$ cat config.mk
export PLATFORM = sky130hd
export DESIGN_NAME = rx_pkt_merge
export DESIGN_NICKNAME = d
export VERILOG_FILES = /design/src/logic/loop_pkt_pkg.sv /design/src/logic/rx_pkt_merge.sv
export SDC_FILE = /design/constraint.sdc
export NUM_CORES = 1
export LEC_CHECK = 0
export ABC_AREA = 0
export BUFFER_PORTS_ARGS = -buffer_cell sky130_fd_sc_hd__buf_2
export CORE_AREA = 2 2 738 740
export CTS_CLUSTER_SIZE = 16
export DETAILED_ROUTE_END_ITERATION = 16
export DIE_AREA = 0 0 740 742
export GPL_TIMING_DRIVEN = 1
export SKIP_LAST_GASP = 1
export SYNTH_ARGS = -nofsm -noshare
export SYNTH_HDL_FRONTEND = slang
export SYNTH_SLANG_ARGS = --single-unit
$ cat constraint.sdc
create_clock -name clk_sys -period 1.8 [get_ports clk_sys]
set_input_delay 0 -clock clk_sys [delete_from_list [all_inputs] [get_ports clk_sys]]
set_output_delay 0 -clock clk_sys [all_outputs]
set_load 0.01 [all_outputs]
$ cat src/logic/loop_pkt_pkg.sv
// loop scheduler shared types

`default_nettype none

package loop_pkt_pkg;

    // ========================================================================
    // word geometry
    // ========================================================================
    parameter int DATA_BYTES = 64;
    parameter int SIDE_W     = 28;
    parameter int WORD_W     = SIDE_W + DATA_BYTES * 8;
    parameter int HDR_W      = 256;

    // eop flag, sideband bit 7
    parameter int EOP_BIT    = 519;

    typedef logic [WORD_W-1:0]       word_t;
    typedef logic [DATA_BYTES*8-1:0] payload_t;
    typedef logic [HDR_W-1:0]        hdr_t;

    // one write beat towards a packet queue
    typedef struct packed {
        logic  wen;
        logic  wend;
        word_t wdata;
    } pkt_wr_t;

    // receive merge FSM
    typedef enum logic {
        RX_IDLE,
        RX_BODY
    } rx_state_e;

    // ========================================================================
    // payload byte reversal
    // ========================================================================
    // byte 0 goes to byte 63, sideband passes through
    function automatic word_t byte_swap(input word_t w);
        payload_t p_in;
        payload_t p_out;
        p_in = w[DATA_BYTES*8-1:0];
        for (int i = 0; i < DATA_BYTES; i++) begin
            p_out[(DATA_BYTES-1-i)*8 +: 8] = p_in[i*8 +: 8];
        end
        return {w[WORD_W-1 -: SIDE_W], p_out};
    endfunction

endpackage

`default_nettype wire

$ cat src/logic/rx_pkt_merge.sv
// receive header merge

`default_nettype none

module rx_pkt_merge (
    input  wire logic                 clk_sys,
    input  wire logic                 rst,

    input  wire logic                 port_lock,

    // result header fifo
    output logic                      hdr_rd,
    input  wire loop_pkt_pkg::hdr_t   hdr_rdata,
    input  wire logic                 hdr_ef,

    // loop fifo read
    output logic                      loop_rd,
    input  wire loop_pkt_pkg::word_t  loop_rdata,
    input  wire logic                 loop_ef,

    // mac fifo read
    output logic                      mac_rd,
    input  wire loop_pkt_pkg::word_t  mac_rdata,
    input  wire logic                 mac_ef,

    // ae to ve queue
    output loop_pkt_pkg::pkt_wr_t     ae2ve_wr,
    input  wire logic                 ae2ve_ff
);

    loop_pkt_pkg::rx_state_e state;
    logic                    src_mac;
    logic                    lock_ef;
    logic                    src_ef;
    loop_pkt_pkg::word_t     src_rdata;
    loop_pkt_pkg::word_t     hdr_word;
    logic                    start;
    logic                    body_rd;
    logic                    body_eop;
    logic                    out_wen;
    logic                    out_wend;
    loop_pkt_pkg::word_t     out_data;

    // ========================================================================
    // source select
    // ========================================================================
    // idle looks at the live lock, body sticks to the latched port
    assign lock_ef   = port_lock ? mac_ef : loop_ef;
    assign src_ef    = src_mac ? mac_ef : loop_ef;
    assign src_rdata = src_mac ? mac_rdata : loop_rdata;

    // header sits in the low payload bits, sideband zero
    assign hdr_word = {{(loop_pkt_pkg::WORD_W - loop_pkt_pkg::HDR_W){1'b0}}, hdr_rdata};

    assign start    = (state == loop_pkt_pkg::RX_IDLE) && !hdr_ef && !lock_ef && !ae2ve_ff;
    assign body_rd  = (state == loop_pkt_pkg::RX_BODY) && !src_ef && !ae2ve_ff;
    assign body_eop = body_rd && src_rdata[loop_pkt_pkg::EOP_BIT];

    assign hdr_rd  = start;
    assign loop_rd = body_rd && !src_mac;
    assign mac_rd  = body_rd && src_mac;

    // ========================================================================
    // FSM
    // ========================================================================
    always_ff @(posedge clk_sys or posedge rst) begin
        if (rst) begin
            state   <= loop_pkt_pkg::RX_IDLE;
            src_mac <= 1'b0;
        end else begin
            case (state)
                loop_pkt_pkg::RX_IDLE: begin
                    if (start) begin
                        state   <= loop_pkt_pkg::RX_BODY;
                        src_mac <= port_lock;
                    end
                end
                loop_pkt_pkg::RX_BODY: begin
                    if (body_eop) begin
                        state <= loop_pkt_pkg::RX_IDLE;
                    end
                end
                default: state <= loop_pkt_pkg::RX_IDLE;
            endcase
        end
    end

    // ========================================================================
    // output register
    // ========================================================================
    always_ff @(posedge clk_sys or posedge rst) begin
        if (rst) begin
            out_wen  <= 1'b0;
            out_wend <= 1'b0;
        end else begin
            out_wen  <= start || body_rd;
            out_wend <= body_eop;
        end
    end

    // header first, then body words swapped back
    always_ff @(posedge clk_sys) begin
        if (start) begin
            out_data <= loop_pkt_pkg::byte_swap(hdr_word);
        end else begin
            out_data <= loop_pkt_pkg::byte_swap(src_rdata);
        end
    end

    assign ae2ve_wr.wen   = out_wen;
    assign ae2ve_wr.wend  = out_wend;
    assign ae2ve_wr.wdata = out_data;

endmodule

`default_nettype wire

==> results.yml <==
logic_synthesis:
  synth_xor_area_frac: 0
  yosys.cell_types.count: 22
  synth_top_family_by_area: "multiplexers"
  syn-num-nets: 3107
  yosys.area_share.simple: 0.0509
  synthArstFlopShare: 0.00735
  synth_cells: 1764
  synth_compound_area_frac: 0.00135
  yosys.area_share.adder: 0
  yosysSeqAreaShare: 0.491
  synth-seq-cells: 544
  yosysWarnings: 0
  muxShareOfSynthArea: 0.421
  synth_top_flop_cell: "dfxtp_1"
  syn_area_per_cell_sq_um: 12.6
  synth_edf_count: 0
  syn_area_sq_mm: 0.0222
run:
  drv_cap: 0
placed_design:
  dp_hpwl_mm: 372
  port_buffers: 1887
  post-place-ws_ns: -0.196
  place.gp.congestion: 1.04
  post_dp_cell_area_sq_mm: 0.0417
  dp.cells: 10925
sta:
  max_slew.worst_pin.slew_ns: 0.837
  min_period_ns: 2.21
  rsz0062_at_grt: "yes"
  fin_ws_ns: -0.407
  setup-violations-final: 421
  period_share: 1.23
  hold_viol: 0
  fin_setup_tns_ns: -81.47
  hold_slack_ns: 0.0805
  relSlewSlack: 0.440
  slew_violations: 0
  skew_ns: 0.0433
  timing.fmax_mhz: 453
cts:
  h-tree-depth: 3
  cts.clk_slew.worst_paths_ns: 0.07
  cts_tree: "done"
  numCtsBuffers: 80
  cts_max_path_buffers: 4
  cts_sinks: 544
  root_buffer: "clkbuf_16"
  clk_latency_ns: 0.80
final_layout:
  instances_no_fill: 13279
  final_layout_size_suffix_gt1_frac: 0.491
  final_area_sq_mm: 0.0662
  fillers: 61509
  area_growth_syn_to_layout_pct: 198
  fin_nets: 7081
detailed_routing:
  wl_mm: 423
  ant_nets: 0
  drt_iter0_markers: 2990
  vias: 35740
  via_per_inst: 2.69
  wire_per_inst_um: 31.9
  first_pass_iters: 5
  drc: 0
floorplanning:
  fp-row-count: 271
  die_area_sq_mm: 0.549
  die_w_um: 740
  start_util: 0.0410
  io_pins: 1888
  die_height_um: 742
  design.core.area_sq_mm: 0.542
critical_path:
  r2r_end: "out_data[385]$_DFF_P_"
  required_ns: 2.47
  critPathArrivalTime_ns: 2.88
  ff2ff_path_depth: 8
  cp-end-kind: "flop"
  r2r_setup_slack_ns: -0.41
  timing.rr.start: "src_mac$_DFFE_PP0P_"
  startpoint: "src_mac$_DFFE_PP0P_"
  crit_type: "reg -> reg"
  crit_path_start_kind: "flop"
  critPathMaxFanout: 11
pwr:
  p_leak_nw: 27.7
  ir_drop_mv: 0.654
  p_per_area_mw_per_mm2: 680
global_route:
  grt_antenna_before_repair: 691
  grt_pass1_vias: 34944
  grt_overflow: 0
  grt_pass1_wl_mm: 487
  grt_max_degree: 47
  grt_use_total: 0.145
run_status:
  status: "complete, but fails checks"
  violations: "setup timing"
hold_path:
  hold_class: "in -> reg"
  hold_depth: 4
  holdPathEnd: "out_data[111]$_SDFF_PP0_"
  hp-start: "loop_rdata[407]"
[final cells by class]
type | count | area (sq um) | area share
multi-input cells | 1095 | 10800 | 0.163
clock inverters | 37 | 492 | 0.00743
inverters | 3 | 27.5 | 0.000416
clock buffers | 104 | 2200 | 0.0333
diodes | 248 | 621 | 0.00937
flip-flops and latches | 544 | 10900 | 0.165
well taps | 7234 | 9050 | 0.137
repair buffers | 4014 | 32100 | 0.485
[registers in the layout, indices dropped and copies added (netlist names)]
name      cells
src_mac       1
state         1
out_wend      1
out_wen       1
out_data    540
[per-layer routing]
metal	track usage	wire length (um)	vias to the layer above
li1	-	-	14400
met1	0.167	164000	16325
met2	0.206	165000	3248
met3	0.0975	67100	1379
met4	0.0621	24200	388
met5	0.000262	2500	-
[where the power goes]
part | internal [W] | leakage [nW] | switching, W | total, W
sequential | 0.0133 | 4.61 | 0.000543 | 0.0139
clock | 0.00986 | 1.32 | 0.00729 | 0.0171
combinational | 0.00695 | 21.7 | 0.00708 | 0.0140
total | 0.0301 | 27.7 | 0.0149 | 0.0450
[Yosys cell counts, types with 2 or more instances]
cell / number / area [sq um]
dfxtp_1: 540 / 10800
mux2_2: 312 / 3510
nor2_1: 288 / 1080
mux2i_1: 285 / 2850
mux2_4: 200 / 3000
buf_2: 83 / 415
buf_6: 26 / 293
buf_4: 7 / 52.6
clkbuf_1: 6 / 22.5
dfrtp_1: 4 / 100
inv_1: 2 / 7.51
[cell usage in the layout, fill, tap and decap left out, types with 11 or more instances in the layout]
cell type | netlist | final
buf_2 | 83 | 1878
dlygate4sd3_1 | 0 | 1842
dfxtp_1 | 540 | 538
mux2_2 | 312 | 300
mux2i_1 | 285 | 272
nor2_1 | 288 | 271
diode_2 | 0 | 248
mux2_4 | 200 | 212
buf_4 | 7 | 122
clkbuf_16 | 0 | 95
buf_16 | 0 | 44
buf_12 | 0 | 43
buf_6 | 26 | 43
buf_8 | 0 | 26
clkbuf_1 | 6 | 13
nor2_4 | 0 | 11
clkbuf_8 | 0 | 11
clkinv_2 | 0 | 11
[logic make-up after synthesis]
logic type,count (synthesis)
AOI/OAI and AO/OA,4
and+or+nand+nor,294
DFF,544
buffers and inverters,125
muxes,797
[worst max-delay path, stage by stage (launching register included)]
cell     delay, ns
dfrtp_4       0.54
buf_4         0.21
buf_16        0.17
buf_6         0.16
buf_6         0.10
buf_12        0.14
buf_8         0.14
mux2_2        0.26
mux2_4        0.26
[worst max path at each step]
stage	slack, ns	depth (start not counted)	end
4_1_cts	-0.48	7	hdr_rd
3_3_place_gp	-0.20	3	out_data[510]$_DFF_P_
2_1_floorplan	0.31	5	out_data[281]$_DFF_P_
6_report	-0.41	8	out_data[385]$_DFF_P_
3_5_place_dp	-0.20	6	out_data[17]$_SDFF_PP0_
5_1_grt	-0.50	5	loop_rd
[what timing repair did]
item | 4_1_cts | 5_1_grt
pin swaps | 5 | 20
gates cloned | 24 | 17
endpoints found under the setup margin | 309 | 533
buffers inserted | 43 | 55
hold buffers | 1842 | 0
endpoints found under the hold margin | 548 | 0
resized for setup | 156 | 125
[through the flow]
stage,util,power (W)
2_1_floorplan,-,0.0170
3_3_place_gp,0.0769,0.0224
3_5_place_dp,0.0769,0.0225
4_1_cts,0.119,0.0452
5_1_grt,0.122,0.0466
6_report,0.122,0.0450
Note: power is estimated with default switching activity, not from simulation.
