[src/logic/loop_pkt_pkg.sv]
// loop scheduler shared types

`default_nettype none

package loop_pkt_pkg;

    // ========================================================================
    // word geometry
    // ========================================================================
    parameter int DATA_BYTES = 64;
    parameter int SIDE_W     = 28;
    parameter int WORD_W     = SIDE_W + DATA_BYTES * 8;
    parameter int HDR_W      = 256;

    // eop flag, sideband bit 7
    parameter int EOP_BIT    = 519;

    typedef logic [WORD_W-1:0]       word_t;
    typedef logic [DATA_BYTES*8-1:0] payload_t;
    typedef logic [HDR_W-1:0]        hdr_t;

    // one write beat towards a packet queue
    typedef struct packed {
        logic  wen;
        logic  wend;
        word_t wdata;
    } pkt_wr_t;

    // receive merge FSM
    typedef enum logic {
        RX_IDLE,
        RX_BODY
    } rx_state_e;

    // ========================================================================
    // payload byte reversal
    // ========================================================================
    // byte 0 goes to byte 63, sideband passes through
    function automatic word_t byte_swap(input word_t w);
        payload_t p_in;
        payload_t p_out;
        p_in = w[DATA_BYTES*8-1:0];
        for (int i = 0; i < DATA_BYTES; i++) begin
            p_out[(DATA_BYTES-1-i)*8 +: 8] = p_in[i*8 +: 8];
        end
        return {w[WORD_W-1 -: SIDE_W], p_out};
    endfunction

endpackage

`default_nettype wire

[src/logic/tx_port_steer.sv]
// transmit port steering

`default_nettype none

module tx_port_steer (
    input  wire logic                 clk_sys,
    input  wire logic                 rst,

    // ve to ae queue, fwft
    output logic                      ve2ae_rd,
    input  wire loop_pkt_pkg::word_t  ve2ae_rdata,
    input  wire logic                 ve2ae_ef,

    // static route, 0 loop and 1 mac
    input  wire logic                 loop_port_cfg,

    // loop fifo write
    output loop_pkt_pkg::pkt_wr_t     loop_wr,
    input  wire logic                 loop_aff,

    // mac fifo write
    output loop_pkt_pkg::pkt_wr_t     mac_wr,
    input  wire logic                 mac_aff,

    output logic                      port_lock
);

    logic                dest_aff;
    logic                rd_req;
    logic                rd_eop;
    loop_pkt_pkg::word_t swap_q;
    logic                loop_wen;
    logic                loop_wend;
    logic                mac_wen;
    logic                mac_wend;

    // ========================================================================
    // read request
    // ========================================================================
    // almost-full of whichever port is currently locked
    always_ff @(posedge clk_sys or posedge rst) begin
        if (rst) begin
            dest_aff <= 1'b0;
        end else begin
            dest_aff <= port_lock ? mac_aff : loop_aff;
        end
    end

    always_ff @(posedge clk_sys or posedge rst) begin
        if (rst) begin
            rd_req <= 1'b0;
        end else begin
            rd_req <= !ve2ae_ef && !dest_aff;
        end
    end

    assign ve2ae_rd = rd_req && !ve2ae_ef;
    assign rd_eop   = ve2ae_rd && ve2ae_rdata[loop_pkt_pkg::EOP_BIT];

    // route changes only between packets
    always_ff @(posedge clk_sys or posedge rst) begin
        if (rst) begin
            port_lock <= 1'b0;
        end else if (rd_eop) begin
            port_lock <= loop_port_cfg;
        end
    end

    // ========================================================================
    // write stage
    // ========================================================================
    always_ff @(posedge clk_sys) begin
        swap_q <= loop_pkt_pkg::byte_swap(ve2ae_rdata);
    end

    always_ff @(posedge clk_sys or posedge rst) begin
        if (rst) begin
            loop_wen  <= 1'b0;
            loop_wend <= 1'b0;
            mac_wen   <= 1'b0;
            mac_wend  <= 1'b0;
        end else begin
            loop_wen  <= ve2ae_rd && !port_lock;
            loop_wend <= rd_eop && !port_lock;
            mac_wen   <= ve2ae_rd && port_lock;
            mac_wend  <= rd_eop && port_lock;
        end
    end

    // same data to both, strobes pick the target
    assign loop_wr.wen   = loop_wen;
    assign loop_wr.wend  = loop_wend;
    assign loop_wr.wdata = swap_q;

    assign mac_wr.wen    = mac_wen;
    assign mac_wr.wend   = mac_wend;
    assign mac_wr.wdata  = swap_q;

endmodule

`default_nettype wire

[config.mk]
export PLATFORM = sky130hd
export DESIGN_NAME = tx_port_steer
export DESIGN_NICKNAME = d
export VERILOG_FILES = /design/src/logic/loop_pkt_pkg.sv /design/src/logic/tx_port_steer.sv
export SDC_FILE = /design/constraint.sdc
export NUM_CORES = 1
export LEC_CHECK = 0
export ABC_AREA = 0
export BUFFER_PORTS_ARGS = -buffer_cell sky130_fd_sc_hd__buf_2
export CORE_AREA = 8 8 621 623
export DETAILED_ROUTE_END_ITERATION = 7
export DIE_AREA = 0 0 629 631
export PLACE_DENSITY = 0.3
export RECOVER_POWER = 100
export REMOVE_ABC_BUFFERS = 1
export SYNTH_ARGS = -nofsm -noshare
export SYNTH_HDL_FRONTEND = slang
export SYNTH_SLANG_ARGS = --single-unit
[constraint.sdc]
create_clock -name clk_sys -period 1 [get_ports clk_sys]
set_input_delay 0.1 -clock clk_sys [delete_from_list [all_inputs] [get_ports clk_sys]]
set_output_delay 0.1 -clock clk_sys [all_outputs]
set_load 0.005 [all_outputs]
==> qor.yml <==
power_and_ir_drop:
  internal_power_mw: 50.7
  power_leakage_nw: 19.1
  worst_ir_drop_vdd_v: 0.00126
  clockPowerShare: 0.462
  power.combinational.fraction: 0.200
  fraction_of_power_consumed_by_sequential_logic: 0.338
  net-switching-power_mw: 23.6
  power_per_cell_area_nw_per_um2: 1540
  total_power_mw: 74.3
  sw_frac_of_total: 0.318
synthesis:
  synth.top_cells.by_count: "sky130_fd_sc_hd__buf_4, sky130_fd_sc_hd__dfxtp_1, sky130_fd_sc_hd__dfrtp_1"
  count_of_flip_flops_with_a_built_in_enable_after_synthesis: 0
  ys_types: 12
  synth.ff_latch_count: 547
  synth.top_cells.by_area: "sky130_fd_sc_hd__dfxtp_1, sky130_fd_sc_hd__buf_4, sky130_fd_sc_hd__dfrtp_1, sky130_fd_sc_hd__nand3b_4, sky130_fd_sc_hd__mux2_4"
  syn_area_um2: 15200
  synthMostInstantiatedCell: "sky130_fd_sc_hd__buf_4"
  post-synth-top-area-cell: "sky130_fd_sc_hd__dfxtp_1"
  syn_avg_cell_area_um2: 13.8
  synth-async-reset-ratio: 0.0128
  yosysWarningCount: 0
  synth_top_area_share: 0.713
  syn-instance-count: 1101
  ys_seq_area_frac: 0.725
  synth_top_flop_cell: "sky130_fd_sc_hd__dfxtp_1"
sta:
  worst_hold_slack_ns: 0.0684
  post-route-worst-setup-slack_ns: -0.674
  finalClockSkew_ns: 0.00134
  rsz0062_at_grt: "yes"
  worst_pin_slew_ns: 0.807
  final_max_slew_viol_count: 0
  max_clock_freq_mhz: 597
  worst_slew_margin_rel: 0.462
  finalHoldViolations: 0
  finalSetupViolCount: 1091
  post-route-period-util: 1.67
  finalCriticalPeriod_ns: 1.67
global_routing:
  grt_pass1_wl_um: 385000
  gr-usage-met2: 0.267
  grt.busiest_layer: "met2"
  via_count_of_the_first_global_routing_pass: 18900
  grtUsageTotal: 0.163
  globalRouteMet1Util: 0.187
  grt_start_max_net_pins: 15
  grt_util_met3: 0.0907
  grt_antenna_before_repair: 283
  grt_overflow: 0
floorplanning:
  dieArea_um2: 397000
  die_width_um: 629
  initial_core_util: 0.0402
  coreArea_um2: 377000
  die_height_um: 631
  floorplan.io_pins: 1632
  placement_rows: 226
critical_path:
  timing.setup.critical_path_class: "flip-flop to primary output"
  crit_slowest_cell: "sky130_fd_sc_hd__dfxtp_4"
  worstPathCellList: "buf_12, buf_12"
  regToRegStartpoint: "rd_req$_DFF_PP0_"
  critical_path_arrival_ns: 1.57
  cp_slowest_stage_delay_ns: 0.48
  crit_top_cell: "sky130_fd_sc_hd__buf_12"
  worst-r2r-cell-count: 4
  cp.required_ns: 0.90
  setup.worst_path.start_class: "flip-flop"
  worstPathMaxFanout: 2
  setup.worst_path.end_class: "primary output"
  rr_endpoint: "port_lock$_DFFE_PP0P_"
  reg2reg_slack_ns: -0.15
run:
  max_capacitance_violation_total: 0
routing:
  drt_pass1_iterations: 4
  wl_per_cell_um: 40.4
  drtIter0Drc: 1190
  drcViolationCount: 0
  avgViaCountPerCell: 2.20
  via_count: 18400
  antenna_left: 0
  totalWireLength_um: 339000
placed_design:
  pre_cts_ws_ns: -0.671
  place.gp.congestion: 0.983
  port_buffers: 1631
  dpl.hpwl_um: 314000
status:
  run_status: "complete, but fails checks"
  violated_checks: "negative setup slack"
cts:
  cts.sinks: 547
  worst_setup_hold_path_clk_slew_ns: 0.06
  tritoncts: "yes"
  cts_inserted_buffers: 92
  clock_insertion_delay_worst_skew_ns: 0.80
  cts_root_buffer: "sky130_fd_sc_hd__clkbuf_16"
  cts-htree-levels: 3
  clock_path_buffers: 4
hold_path:
  hold-path-endpoint: "swap_q[485]$_DFF_P_"
  worstHoldPathType: "input pin to flip-flop"
  critical_hold_path_startpoint: "ve2ae_rdata[29]"
  timing.hold.worst_path_depth: 2
layout:
  area_delta_synth_final_pct: 218
  drive_gt1_frac: 0.671
  layout.nets: 3727
## worst max path at each step
stage | slack, ns | from | cells past startpoint | to
floorplan | 0.13 | rd_req$_DFF_PP0_ | 2 | port_lock$_DFFE_PP0P_
global placement | -0.68 | swap_q[358]$_DFF_P_ | 1 | loop_wr[358]
detailed placement | -0.67 | swap_q[358]$_DFF_P_ | 1 | loop_wr[358]
CTS | -0.83 | swap_q[303]$_DFF_P_ | 2 | loop_wr[303]
global route | -0.79 | swap_q[325]$_DFF_P_ | 2 | loop_wr[325]
finish | -0.67 | swap_q[325]$_DFF_P_ | 2 | loop_wr[325]
## what timing repair did
| item | 4_1_cts | 5_1_grt |
|---|---|---|
| gates cloned | 0 | 0 |
| pin swaps | 0 | 0 |
| gates resized for setup | 2470 | 171 |
| endpoints found under the hold margin | 554 | 0 |
| setup endpoints to repair | 1086 | 1090 |
| hold buffers | 864 | 0 |
| setup buffers | 24 | 2 |
## sequential cells by signal (all words and copies together) (netlist names)
signal	flops
mac_wend	1
loop_wend	1
dest_aff	1
mac_wen	1
swap_q	540
loop_wen	1
rd_req	1
port_lock	1
## metrics by stage
stage	instances	area, um^2	util	TNS [ns]
finish	8389	48200	0.128	-451.86
global route	8331	48000	0.128	-544.49
CTS	8266	47300	0.126	-584.35
detailed placement	7223	27400	0.0729	-18.72
global placement	7223	27400	0.0729	-19.53
floorplan	557	11100	-	0
## layer usage
| metal | part of all wire | vias up |
|---|---|---|
| met5 | 0.0023 | - |
| met2 | 0.46 | 1508 |
| met4 | 0.026 | 114 |
| met1 | 0.39 | 9115 |
| li1 | - | 7242 |
| met3 | 0.12 | 467 |
## critical path: cells and delay by family (launching register included)
kind,cells,cell delay [ns]
DFF,1,0.48
buffers and inverters,2,0.23
## area by class of cell
class,count,area (um^2)
clock buffers,114,2450
diodes,122,305
well taps,5016,6280
fillers,42600,328000
repair buffers,2530,25600
flip-flops and latches,547,12800
inverters,1,3.75
multi-input cells,9,81.3
clock inverters,50,614
## power by group through the flow
| stage | clock (mW) | combinational (mW) | sequential (mW) |
|---|---|---|---|
| 2_1_floorplan | 0 | 0.0539 | 24.4 |
| 3_3_place_gp | 0 | 8.89 | 25.9 |
| 6_report | 34.4 | 14.8 | 25.1 |
| 5_1_grt | 36.9 | 15.6 | 25.2 |
| 3_5_place_dp | 0 | 8.77 | 25.9 |
| 4_1_cts | 36.5 | 15.4 | 25.2 |
## placed cells by master, fill, tap and decap left out, types with 2 or more instances in the layout
master,synthesis,layout
sky130_fd_sc_hd__buf_12,0,192
sky130_fd_sc_hd__buf_6,0,764
sky130_fd_sc_hd__diode_2,0,122
sky130_fd_sc_hd__nor2_1,2,2
sky130_fd_sc_hd__bufinv_16,0,10
sky130_fd_sc_hd__clkinv_4,0,10
sky130_fd_sc_hd__clkinvlp_4,0,11
sky130_fd_sc_hd__buf_4,544,4
sky130_fd_sc_hd__buf_2,0,415
sky130_fd_sc_hd__inv_6,0,9
sky130_fd_sc_hd__dfrtp_1,7,7
sky130_fd_sc_hd__dfxtp_4,0,472
sky130_fd_sc_hd__dfxtp_2,0,68
sky130_fd_sc_hd__clkbuf_16,0,93
sky130_fd_sc_hd__clkbuf_8,0,4
sky130_fd_sc_hd__clkinv_2,0,9
sky130_fd_sc_hd__clkbuf_1,0,191
sky130_fd_sc_hd__buf_8,0,116
sky130_fd_sc_hd__dlygate4sd3_1,0,864
## cell families (layout without fill, tap and decap cells)
family	Yosys count	after routing	synth area share
DFF	547	547	0.725
muxes	2	2	0.00173
other	0	122	0
buffers and inverters	545	2695	0.270
and+or+nand+nor	7	7	0.00355
No activity file was read; power rests on OpenSTA's default activity.
